--- config.mk ---
export PLATFORM = sky130hd
export DESIGN_NAME = cache_lru
export DESIGN_NICKNAME = d
export VERILOG_FILES = /design/src/hdl/cache_pkg.sv /design/src/hdl/cache_lru.sv
export SDC_FILE = /design/constraint.sdc
export NUM_CORES = 1
export LEC_CHECK = 0
export BUFFER_PORTS_ARGS = -buffer_cell sky130_fd_sc_hd__buf_2
export CORE_MARGIN = 2
export CORE_UTILIZATION = 55
export CTS_BUF_LIST = sky130_fd_sc_hd__clkbuf_4
export CTS_CLUSTER_DIAMETER = 120
export CTS_CLUSTER_SIZE = 40
export DETAILED_ROUTE_END_ITERATION = 16
export PLACE_DENSITY = 0.76
export RECOVER_POWER = 100
export SLEW_MARGIN = 20
export SYNTH_ARGS = -nofsm -noshare
export SYNTH_HDL_FRONTEND = slang
export SYNTH_SLANG_ARGS = --single-unit
--- constraint.sdc ---
create_clock -name clk_i -period 3.9 [get_ports clk_i]
set_input_delay 0.78 -clock clk_i [delete_from_list [all_inputs] [get_ports clk_i]]
set_output_delay 0.78 -clock clk_i [all_outputs]
set_load 0.05 [all_outputs]
--- src/hdl/cache_pkg.sv ---
// geometry and shared types of the 2-way write-through cache
// front-end addresses are byte addresses; the two low bits are ignored
package cache_pkg;

   localparam int ADDR_W        = 16;
   localparam int DATA_W        = 32;
   localparam int NBYTES        = 4;
   localparam int NBYTES_W      = 2;
   localparam int WORD_OFFSET_W = 2;
   localparam int NWORDS        = 2 ** WORD_OFFSET_W;
   localparam int NLINES_W      = 4;
   localparam int NLINES        = 2 ** NLINES_W;
   localparam int NWAYS_W       = 1;
   localparam int NWAYS         = 2 ** NWAYS_W;
   localparam int TAG_W         = ADDR_W - NBYTES_W - WORD_OFFSET_W - NLINES_W;
   localparam int WTBUF_DEPTH_W = 2;
   localparam int WTBUF_DEPTH   = 2 ** WTBUF_DEPTH_W;
   // word and line address widths
   localparam int WADDR_W       = ADDR_W - NBYTES_W;
   localparam int LADDR_W       = WADDR_W - WORD_OFFSET_W;

   typedef logic [DATA_W-1:0]        word_t;
   typedef logic [TAG_W-1:0]         tag_t;
   typedef logic [NBYTES-1:0]        strb_t;
   typedef logic [WADDR_W-1:0]       waddr_t;
   typedef logic [NLINES_W-1:0]      index_t;
   typedef logic [WORD_OFFSET_W-1:0] offset_t;
   typedef logic [NWAYS-1:0]         way_vec_t;
   typedef logic [NWAYS_W-1:0]       way_idx_t;

   // every word of the addressed set, all ways
   typedef word_t [NWAYS-1:0][NWORDS-1:0] line_words_t;

   typedef struct packed {
      waddr_t addr;
      word_t  wdata;
      strb_t  wstrb;
   } fe_req_t;

   typedef struct packed {
      waddr_t addr;
      word_t  wdata;
      strb_t  wstrb;
   } wt_entry_t;

   ////////////////////
   // address fields
   ////////////////////
   function automatic tag_t tag_of(waddr_t a);
      return a[WADDR_W-1 -: TAG_W];
   endfunction

   function automatic index_t index_of(waddr_t a);
      return a[WORD_OFFSET_W +: NLINES_W];
   endfunction

   function automatic offset_t offset_of(waddr_t a);
      return a[WORD_OFFSET_W-1:0];
   endfunction

   // one-hot way vector to way number, zero when nothing is set
   function automatic way_idx_t way_index(way_vec_t hit);
      way_idx_t idx;
      idx = '0;
      for (int k = 0; k < NWAYS; k++) begin
         if (hit[k]) begin
            idx = way_idx_t'(k);
         end
      end
      return idx;
   endfunction

endpackage

--- src/hdl/cache_lru.sv ---
// one bit per set naming the least recently used of two ways
// only acks that hit a way move the bit
module cache_lru (
   input  logic                clk_i,
   input  logic                arst_i,
   input  logic                invalidate_i,
   input  logic                update_i,
   input  cache_pkg::index_t   index_i,
   input  cache_pkg::way_vec_t way_hit_i,
   output cache_pkg::way_vec_t victim_o
);

   cache_pkg::way_idx_t lru_q [cache_pkg::NLINES];
   cache_pkg::way_idx_t used_way;

   assign used_way = cache_pkg::way_index(way_hit_i);

   always_ff @(posedge clk_i or posedge arst_i) begin
      if (arst_i) begin
         lru_q <= '{default: '0};
      end else if (invalidate_i) begin
         lru_q <= '{default: '0};
      end else if (update_i && (|way_hit_i)) begin
         // the other way becomes the oldest
         lru_q[index_i] <= ~used_way;
      end
   end

   assign victim_o = cache_pkg::way_vec_t'(1) << lru_q[index_i];

endmodule

Word level (Yosys, flattened, before mapping):

Cells that the tools add are included.

* bits in registers: 16
* bits of input ports: 10
* output and inout bits: 2
* logic and storage cells: 34

* magnitude comparators: 2
* shift operators: 1
* mux-type cells: 9
* bitwise logic cells: 2
* reduce and logical (&&, ||, !) cells: 4

Operators by type and width (count)
* 2-to-1 mux 16 bit: 2
* bitwise mux 16 bit: 1
* >= comparator 5 bit, second input constant: 1
* < comparator 5 x 1 -> 1 bit, second input constant: 1
* NOT 4 -> 5 bit: 1
* binary-select mux 1 bit (select 4 bit): 1
* demux 1 bit (select 4 bit): 1
* 2-to-1 mux 1 bit: 4
* logical AND 1 bit: 2
* nonzero test 2 bit: 1
* OR reduction 2 bit: 1
* << shifter 1 x 1 -> 2 bit, first input constant: 1
* NOT 1 bit: 1

Logic depth before layout (Yosys ltp):

Gate-level depths: netlist of the first run.

* depth in word-level cells: 8
* gate-level depth with buffers: 5
* gate-level depth less buffers: 3

Worst setup path after synthesis of the first run:

No wires, ideal clock.

* kind: in2out
* start: input port index_i[0]
* end: output port victim_o[0]
* arrival: 2.003 ns
* slack: 1.117 ns
* stages: 4
* buffers on the path: 1
* path through: buf_6 > mux4_1 > nand3_1 > and4_1

* longest elaborated chain between the ends: 5

RTL lines
* start: declaration: RTL line cache_lru.sv:8 `input cache_pkg::index_t index_i,`
* NOT 4 -> 5 bit (implied by the code): RTL line cache_lru.sv:29 `assign victim_o = cache_pkg::way_vec_t'(1) << lru_q[index_i];`
* binary-select mux 1 bit (select 4 bit): RTL line cache_lru.sv:29
* 2-to-1 mux 1 bit (implied by the code) (2 in series): RTL line cache_lru.sv:29
* << shifter 1 x 1 -> 2 bit: RTL line cache_lru.sv:29
* end: declaration: RTL line cache_lru.sv:10 `output cache_pkg::way_vec_t victim_o`

No other way between the ends. The select of a mux whose other input is x is not followed.

Worst setup path in the final report of the first run:

Ends and elaborated chain as after synthesis.

==> impl_results.md, run 1 <==
* Multiplexer fraction of the synthesized cell area at 0.207
* Area growth from synthesis to layout at 5.42%
* Pin count of the biggest net entering global routing at 18
* CP Launch Type: primary input
* Arrival time worst endpoint at approximately 2500 ps
* Status: finished clean
* Worst setup startpoint: index_i[0]
* DR vias at 747
* Placed cell count at between 100 and 150
* CP endpoint kind: output port
* Crit path kind: primary input to output port
* FF-to-FF path depth at 2
* Antenna cells at 0
* Post-Synth XOR/XNOR Area at 0
* Compound-cell area share of the yosys netlist at 0.105
* Largest registers: lru_q (16)
* ANT nets after route at 0
* RSZ-0062 raised after global routing: false
* Remaining Overflow, GRT at 0
* Largest register FFs at 16
* Vias in the first global route at a little over 700
* Pleak at 0.413 nW
* Post-synthesis adder-cell area fraction at 0
* Post-synthesis cell count at 90
* First-pass GRT wire length at roughly 3.3 mm
* Worst-path fanout max at 16
* Total CTS buffers at 3
* Clk sinks at 16
* Hold/Removal Path Class: primary input to asynchronous set/reset pin
* R2r setup slk at 3200 ps
* Final setup viols at 0
* Postcts setup bufs at 0
* Synth cell types at 27
* Fraction of layout cells with a size suffix above 1 at 0.121
* Post-Synth Simple-Gate Area at 0.241
* R2R Path Start: lru_q[9]
* Largest family of logic cells by synthesized area: simple AND/OR/NAND/NOR gates
* Reg with most FFs: lru_q
* Final setup skew at 0 ps
* Pint at 0.000216 W
* Synthesized area at roughly 1000 µm²
* Nets at between 100 and 150
* Via density at ~6.0
* Logic pwr share at 0.123
* Starting Density at 0.581
* H-tree depth at 1
* Cts hold-fix bufs at 0
* Clock power share at 0.316
* Final Cycle Share at 0.836
* Worst-Skew Late Latency at 300 ps
* DP Wirelength at 1.42 mm
* Sequential area share after synthesis at 0.404
* TritonCTS clock tree: done
* DR WL/cell at around 16 µm
* Final critical-path required period at roughly 3300 ps
* Max Cap Violations at 0
* Reg clk slew, reported paths at 110 ps
* Sequential power share at 0.560
* Critical path required time at between 3000 and 4000 ps
* Root Buffer: clkbuf_4
* Die W at 46.5 µm
* Warning count from the yosys run at 0
* Initial antenna violation count at 0
* Placer Congestion at approximately 0.9
* Final wirelength at ~2.0 mm
* Endpoints failing hold at 0
* Net Count, Synth at 100
* Placed instance area at 1040 µm²
* # fillers at 141
* Placeable Area at roughly 1700 µm²
* I/O pins at 12
* Yosys reg bits at 16
* P_sw at 0.0000840 W
* DR DRC count at 0
* Final Cell Area at about 1000 µm²
* Site row count at 15
* Post-route non-filler standard cell count at about 120
* Synthesized area per cell at 11.0 µm²
* Capturing point of the worst reg2reg path: lru_q[9]
* Die height at 46.5 µm
* Fmax achieved at ~0.31 GHz
* Clock Path Buffers at 2
* Starting DRT DRC Count at 14
* Post-cts gate resize count at 0
* PD cells at roughly 290 nW/µm²
* Setup TNS at 0 ps
* Pre-Repair DR Iteration Count at 4
* Sw frac at 0.280
* Die ar. at between 2000 and 2500 µm²
* Worst vdd ir at 204 µV
* Tot GR Track Use at 0.224
* Slew @ Worst Pin at 688 ps
* Max Transition Viols Final at 0
* Port Buffers at 11
* Max_slew headroom at 0.541
per-layer routing:
layer	wire, µm	share of wire	GRT usage
met1	969	0.49	0.317
met2	894	0.45	0.308
met3	86	0.044	0.0941
met4	14	0.0071	0.0743
met5	0	0	0
synthesized netlist by cell type:
| cell type | n | share of area |
|---|---|---|
| nand2b_1 | 14 | 0.088 |
| nand2_1 | 2 | 0.0076 |
| buf_4 | 1 | 0.0076 |
| mux4_1 | 4 | 0.11 |
| nand4_1 | 1 | 0.0063 |
| nand3_1 | 1 | 0.0050 |
| inv_1 | 2 | 0.0076 |
| nor2_1 | 1 | 0.0038 |
| clkbuf_1 | 2 | 0.0076 |
| nor3_1 | 1 | 0.0050 |
| o21ai_2 | 1 | 0.0088 |
| nor4b_1 | 1 | 0.0088 |
| or2_2 | 1 | 0.0063 |
| or4_1 | 3 | 0.023 |
| buf_6 | 1 | 0.011 |
| buf_2 | 2 | 0.010 |
| o31ai_1 | 3 | 0.023 |
| dfrtp_1 | 16 | 0.40 |
| o2111ai_2 | 1 | 0.015 |
| a21oi_1 | 6 | 0.030 |
| mux2i_1 | 10 | 0.10 |
| o21ai_0 | 3 | 0.015 |
| or3_1 | 3 | 0.019 |
| and4_1 | 1 | 0.0088 |
| o211ai_2 | 1 | 0.013 |
| nor4_1 | 7 | 0.044 |
| nor4b_2 | 1 | 0.015 |
worst max path at each step:
stage | to | depth (start not counted) | slack (ps)
floorplan | victim_o[0] | 4 | 1120
global placement | victim_o[0] | 5 | 960
detailed placement | victim_o[0] | 5 | 920
CTS | victim_o[0] | 5 | 930
global route | victim_o[0] | 5 | 500
finish | victim_o[0] | 5 | 640
critical path: stages:
cell      delay, ps
clkbuf_1        510
mux4_1          650
nand2b_1        100
and4_1          180
buf_2           250
cell type report:
type                    instances  area [µm²]  share of cell area
multi-input cells              66         531               0.507
flip-flops and latches         16         400               0.383
repair buffers                 11        50.0              0.0478
well taps                      25        31.3              0.0299
clock buffers                   3        22.5              0.0215
inverters                       2        7.51             0.00718
clock inverters                 1        3.75             0.00359
cell usage in the layout, fill, tap and decap left out:
cell / synthesis / routed
buf_2: 2 / 7
mux4_1: 4 / 4
dfrtp_1: 16 / 16
nor4b_1: 1 / 2
clkbuf_1: 2 / 4
and4_1: 1 / 1
inv_1: 2 / 2
a21oi_1: 6 / 6
or2_2: 1 / 1
nor4_1: 7 / 7
nand2_1: 2 / 2
clkbuf_4: 0 / 3
o21ai_0: 3 / 3
nand2b_1: 14 / 14
nand3_1: 1 / 1
o31ai_1: 3 / 3
nor2_1: 1 / 1
or4_1: 3 / 3
o21ai_2: 1 / 1
or3_1: 3 / 3
nor3_1: 1 / 1
o2111ai_1: 0 / 1
nand4_1: 1 / 1
o211ai_1: 0 / 1
clkinv_1: 0 / 1
mux2i_1: 10 / 10
power groups by stage:
stage / registers, W / logic, W / clock network (W)
floorplan: 0.000171 / 0.0000277 / 0
global placement: 0.000172 / 0.0000379 / 0
detailed placement: 0.000172 / 0.0000389 / 0
CTS: 0.000168 / 0.0000390 / 0.0000967
global route: 0.000169 / 0.0000413 / 0.000107
finish: 0.000168 / 0.0000371 / 0.0000951
logic make-up after synthesis:
logic type / count (synthesis)
buf+inv: 8
compound gates: 15
mux: 14
simple gates: 37
flops: 16
metrics by stage:
stage          worst slack [ps]  total power, W  hold slack (ps)  utilization
5_1_grt                     499        0.000316              578        0.612
6_report                    639        0.000300              524        0.612
2_1_floorplan              1120        0.000199              507            -
4_1_cts                     925        0.000304              552        0.626
3_3_place_gp                955        0.000209              519        0.610
3_5_place_dp                924        0.000211              538        0.610
(Power assumes the default switching activity.)
==> run 2, diff against run 1 <==
- CORE_UTILIZATION: 55 -> 53
- PLACE_DENSITY: 0.76 -> 0.77
- clock period: 3.9 -> 3 ns (I/O delays scaled with it)
==> run 2 against run 1 <==
Clock skew did not move. Critical path depth did not move. Global-route usage fell by 2.1 points. Critical endpoint unchanged. Largest cell class unchanged. Highest routed layer unchanged.
==> impl_results.md, run 2 (same netlist as run 1, synthesis figures left out) <==
* Status: finished clean
* DP Wirelength at 1.43 mm (+0.75%)
* DR WL/cell at 16.0 µm (+0.66%)
* Multi-input logic area at 527 µm² (-0.71%)
* Final core occ at 0.599 (-0.0139)
* Max Transition Viols Final at 0 (unchanged)
* Nets at 110 (unchanged)
* Placed cell count at 120 (unchanged)
* Setup TNS at 0 ps (unchanged)
* Arrival time worst endpoint at 2030 ps (-450 ps)
* Final wirelength at 1.98 mm (+0.66%)
* PD cells at 372 nW/µm² (+29%)
* Pre-Repair DR Iteration Count at 4 (unchanged)
* Root Buffer: clkbuf_4
* Area growth from synthesis to layout at 5.30%
* Placer Congestion at 0.871 (-3.0%)
* Vias in the first global route at 691 (-2.0%)
* Commonest non-fill, non-tap cell in the layout: dfrtp_1
* # fillers at 153 (+8.5%)
* Starting DRT DRC Count at 33 (+19)
* I/O pins at 12 (unchanged)
* Port Buffers at 11 (unchanged)
* Pin count of the biggest net entering global routing at 18 (unchanged)
* Largest registers: lru_q (16)
* Fmax achieved at ~0.38 GHz
* Post-route non-filler standard cell count at 124 (unchanged)
* Die ar. at 2230 µm² (+3.4%)
* Final setup skew at 0 ps (unchanged)
* Reg with most FFs: lru_q
* Endpoints failing hold at 0 (unchanged)
* H-tree depth at 1 (unchanged)
* Final critical-path required period at approximately 2600 ps
* Pleak at 0.419 nW (+1.5%)
* Setup Slack @ Placement at 375 ps (-550 ps)
* DR vias at 764 (+2.3%)
* Most frequent cells in the layout: dfrtp_1, nand2b_1, mux2i_1, buf_2, nor4_1
* Initial antenna violation count at 0 (unchanged)
* Largest register FFs at 16 (unchanged)
* Starting Density at 0.568 (-0.0125)
* Cts hold-fix bufs at 0 (unchanged)
* DR DRC count at 0 (unchanged)
* Max_slew headroom at 0.434 (-0.108)
* Critical path required time at 2400 ps (-720 ps)
* Site row count at 15 (unchanged)
* Final setup viols at 0 (unchanged)
* CP Launch Type: primary input
* TritonCTS clock tree: done
* Slew @ Worst Pin at 841 ps (+152 ps)
* Final worst slack at 368 ps (-271 ps)
* Clk sinks at 16 (unchanged)
* Final Cycle Share at 0.877
* Clock Path Buffers at 2 (unchanged)
* Die W at 47.3 µm (+1.7%)
* Final Cell Area at 1040 µm² (-0.12%)
* Die height at 47.3 µm (+1.7%)
* CP endpoint kind: output port
* Worst-Skew Late Latency at 290 ps (about the same)
* Antenna cells at 0 (unchanged)
* Postcts setup bufs at 0 (unchanged)
* First-pass GRT wire length at 3.09 mm (-5.5%)
* Via density at 6.16 (+2.3%)
* Reg clk slew, reported paths at 100 ps (about the same)
* Register area at 400 µm² (unchanged)
* Worst-path fanout max at 16 (unchanged)
* Placeable Area at 1750 µm² (+2.2%)
* ANT nets after route at 0 (unchanged)
* Hold/Removal Path Class: primary input to asynchronous set/reset pin
* RSZ-0062 raised after global routing: false
* Remaining Overflow, GRT at 0 (unchanged)
* Post-cts gate resize count at 0 (unchanged)
* Total CTS buffers at 3 (unchanged)
* Max Cap Violations at 0 (unchanged)
* Tot GR Track Use at 0.204 (-0.0205)
* Fraction of layout cells with a size suffix above 1 at 0.131 (+0.0101)
* Crit path kind: primary input to output port
* Worst vdd ir at 246 µV (+21%)
* Placed instance area at 1040 µm² (unchanged)
## run 2: layer usage
layer	global-route usage	up-vias	wire, µm
met4	0.117	0	42
met3	0.0346	5	91
met1	0.273	366	965
li1	-	367	-
met5	0	-	0
met2	0.311	26	878
## run 2: layout make-up
class | instances | share of cell area
Multi-Input combinational cell | 66 | 0.504
Sequential cell | 16 | 0.383
Timing Repair Buffer | 11 | 0.0503
Tap cell | 25 | 0.0299
Clock buffer | 3 | 0.0216
Inverter | 2 | 0.00719
Clock inverter | 1 | 0.00359
## run 2: report_power, final
group,internal [W],leakage (nW),switching (W)
sequential,0.000218,0.223,0.00000119
combinational,0.0000151,0.181,0.0000328
clock,0.0000485,0.0154,0.0000729
## run 2: per-stage QoR
stage / hold slack (ps) / total power (W)
floorplan: 507 / 0.000258
global placement: 530 / 0.000272
detailed placement: 537 / 0.000274
CTS: 375 / 0.000393
global route: 404 / 0.000403
finish: 356 / 0.000388
## run 2: final timing paths
kind / from / endpoint / slack [ps] / cells past startpoint
min in group clk_i: lru_q[15] / lru_q[15] / 550 / 2
hold / removal: arst_i / lru_q[6] / 360 / 2
max in group asynchronous: arst_i / lru_q[1] / 2250 / 2
setup reg to reg: lru_q[4] / lru_q[4] / 2310 / 2
hold reg to reg: lru_q[15] / lru_q[15] / 550 / 2
setup / recovery: index_i[0] / victim_o[0] / 370 / 5
## run 2: worst max-delay path: stages
cell and delay [ps]:
buf_2 270, mux4_1 600, nand3_1 120, and4_1 180
buf_2 260
==> run 3, diff against run 2 <==
--- a/config.mk
+++ b/config.mk
@@ -8,3 +8,2 @@
 export BUFFER_PORTS_ARGS = -buffer_cell sky130_fd_sc_hd__buf_2
-export CORE_MARGIN = 2
 export CORE_UTILIZATION = 53
@@ -16,2 +15,3 @@
 export RECOVER_POWER = 100
+export REMOVE_ABC_BUFFERS = 1
 export SLEW_MARGIN = 20
==> constraint.sdc (replaced) <==
create_clock -name clk_i -period 3 [get_ports clk_i]
set_input_delay 0.15 -clock clk_i [delete_from_list [all_inputs] [get_ports clk_i]]
set_output_delay 0.15 -clock clk_i [all_outputs]
set_load 0.05 [all_outputs]
==> run 3 against run 2 <==
Sequential share of layout area down 0.50 points. Clock power fell by 6%. Final cell count is the same. First-iteration DRC count shrank 36%. Clock skew did not move. Register-to-register slack hardly changed. Count of clock-buffer cells in the layout stayed put. Maximum frequency is 20% higher. Worst setup slack improved by 430 ps. Core utilization increased by 0.79 points. Critical endpoint unchanged.
==> impl_results.md, run 3 (same netlist as run 1, synthesis figures left out) <==
* Fraction of layout cells with a size suffix above 1 at 0.131 (unchanged)
* Postcts setup bufs at 0 (unchanged)
* Placed cell count at 120 (unchanged)
* DR WL/cell at 16.1 µm (+0.91%)
* Final critical-path required period at 2200 ps (-430 ps)
* Fmax achieved at 0.454 GHz (+20%)
* Commonest non-fill, non-tap cell in the layout: dfrtp_1
* Placer Congestion at 0.765 (-12%)
* Final setup skew at 0 ps (unchanged)
* WP buf/inv at 2 (unchanged)
* Max Transition Viols Final at 0 (unchanged)
* Sw frac at 0.267 (-0.00810)
* Placed instance area at 1040 µm² (unchanged)
* Status: finished clean
* Remaining Overflow, GRT at 0 (unchanged)
* Site row count at 15 (unchanged)
* Nets at 111 (+0.91%)
* P_sw at 0.000102 W (-4.2%)
* Pleak at 0.418 nW (-0.26%)
* Largest registers: lru_q (16)
* Pint at 0.000281 W (-0.21%)
* Clock Path Buffers at 2 (unchanged)
* CP Launch Type: primary input
* Endpoints failing hold at 0 (unchanged)
* Slowest cell on crit path: mux4_1
* Port Buffers at 11 (unchanged)
* Logic pwr share at 0.132 (+0.008)
* Top cell by count, worst path: clkbuf_1
* Crit path cell chain: clkbuf_1 > mux4_1 > nand3_1 > and4_1 > clkbuf_1
* Tot GR Track Use at 0.231 (+0.0274)
* R2r setup slk at 2310 ps (about the same)
* Critical path's top delay family: buffers and inverters
* Pin count of the biggest net entering global routing at 18 (unchanged)
* Vias in the first global route at 733 (+6.1%)
* Max_slew headroom at 0.543 (+0.109)
* Pre-Repair DR Iteration Count at 4 (unchanged)
* Final wirelength at 2.00 mm (+0.91%)
* Clk sinks at 16 (unchanged)
* TritonCTS clock tree: done
* PD cells at 362 nW/µm² (-2.6%)
* Final setup viols at 0 (unchanged)
* Hold/Removal Path Class: primary input to flip-flop
* Initial antenna violation count at 0 (unchanged)
* Slew @ Worst Pin at 686 ps (-155 ps)
* Total chip power at 0.000383 W (-1.3%)
* DR DRC count at 0 (unchanged)
* Via density at 6.35 (+3.1%)
* Crit path kind: primary input to output port
* Root Buffer: clkbuf_4
* DR vias at 788 (+3.1%)
* Final Cell Area at 1060 µm² (+1.3%)
* # fillers at 147 (-3.9%)
* I/O pins at 12 (unchanged)
* Arrival time worst endpoint at 2050 ps (+20 ps)
* Die ar. at 2050 µm² (-8.3%)
* H-tree depth at 1 (unchanged)
* Post-route non-filler standard cell count at 124 (unchanged)
* Antenna cells at 0 (unchanged)
* Setup TNS at 0 ps (unchanged)
* Reg with most FFs: lru_q
* CP endpoint kind: output port
* RSZ-0062 raised after global routing: false
* Post-cts gate resize count at 0 (unchanged)
* Starting Density at 0.568 (unchanged)
* First-pass GRT wire length at 3.30 mm (+6.7%)
* Area growth from synthesis to layout at 6.68%
* Largest stage delay, worst path at 630 ps (+30 ps)
* Starting DRT DRC Count at 21 (-36%)
* Worst-path fanout max at 16 (unchanged)
* Sequential power share at 0.571 (+0.007)
* Max Cap Violations at 0 (unchanged)
* ANT nets after route at 0 (unchanged)
* Worst-Skew Late Latency at 280 ps (about the same)
* Most frequent cells in the layout: dfrtp_1, nand2b_1, mux2i_1, nor4_1, buf_2
* Reg clk slew, reported paths at 90 ps (about the same)
* Die W at 45.3 µm (-4.2%)
* Largest register FFs at 16 (unchanged)
* Worst vdd ir at 246 µV (+0.23%)
* Clock power share at 0.296 (-0.017)
* Die height at 45.3 µm (-4.2%)
* Total CTS buffers at 3 (unchanged)
* Critical path required time at 2850 ps (+450 ps)
* Placeable Area at 1750 µm² (unchanged)
* Final Cycle Share at 0.734 (-0.143)
* DP Wirelength at 1.40 mm (-1.9%)
## run 3: power by group through the flow
| stage | clock network [W] | registers (W) | logic, W |
|---|---|---|---|
| floorplan | 0 | 0.000223 | 0.0000258 |
| global placement | 0 | 0.000223 | 0.0000500 |
| detailed placement | 0 | 0.000223 | 0.0000512 |
| CTS | 0.000116 | 0.000219 | 0.0000522 |
| global route | 0.000124 | 0.000219 | 0.0000554 |
| finish | 0.000114 | 0.000219 | 0.0000507 |
## run 3: routing by layer
metal / vias to the layer above / wire length [µm] / GRT usage
met1: 387 / 944 / 0.321
met5: - / 0 / 0
met2: 31 / 929 / 0.354
met4: 0 / 38 / 0.127
met3: 4 / 84 / 0.0240
li1: 366 / - / -
## run 3: timing repair
| action | CTS | global route |
|---|---|---|
| hold buffers | 1 | 0 |
| endpoints found under the setup margin | 0 | 0 |
| hold endpoints to repair | 16 | 0 |
## run 3: cell type report
class,count,area (µm²),area share
Inverter,2,7.51,0.00709
Multi-Input combinational cell,66,537,0.507
Tap cell,25,31.3,0.0296
Sequential cell,16,400,0.378
Timing Repair Buffer,12,60.1,0.0567
Clock buffer,3,22.5,0.0213
## run 3: metrics by stage
step                worst slack, ps  hold WS, ps   util
finish                          798          210  0.606
global route                    712          217  0.606
CTS                            1120          202  0.616
detailed placement             1300          256  0.597
global placement               1310          248  0.597
floorplan                      1430         63.7      -
## run 3: path summary, 6_finish.rpt
| check | from | endpoint | depth (start not counted) |
|---|---|---|---|
| max in group asynchronous | arst_i | lru_q[11] | 3 |
| min in group asynchronous | arst_i | lru_q[3] | 3 |
| setup / recovery | index_i[0] | victim_o[0] | 5 |
| setup reg to reg | lru_q[8] | lru_q[8] | 2 |
| hold reg to reg | lru_q[13] | lru_q[13] | 2 |
| hold / removal | invalidate_i | lru_q[12] | 2 |
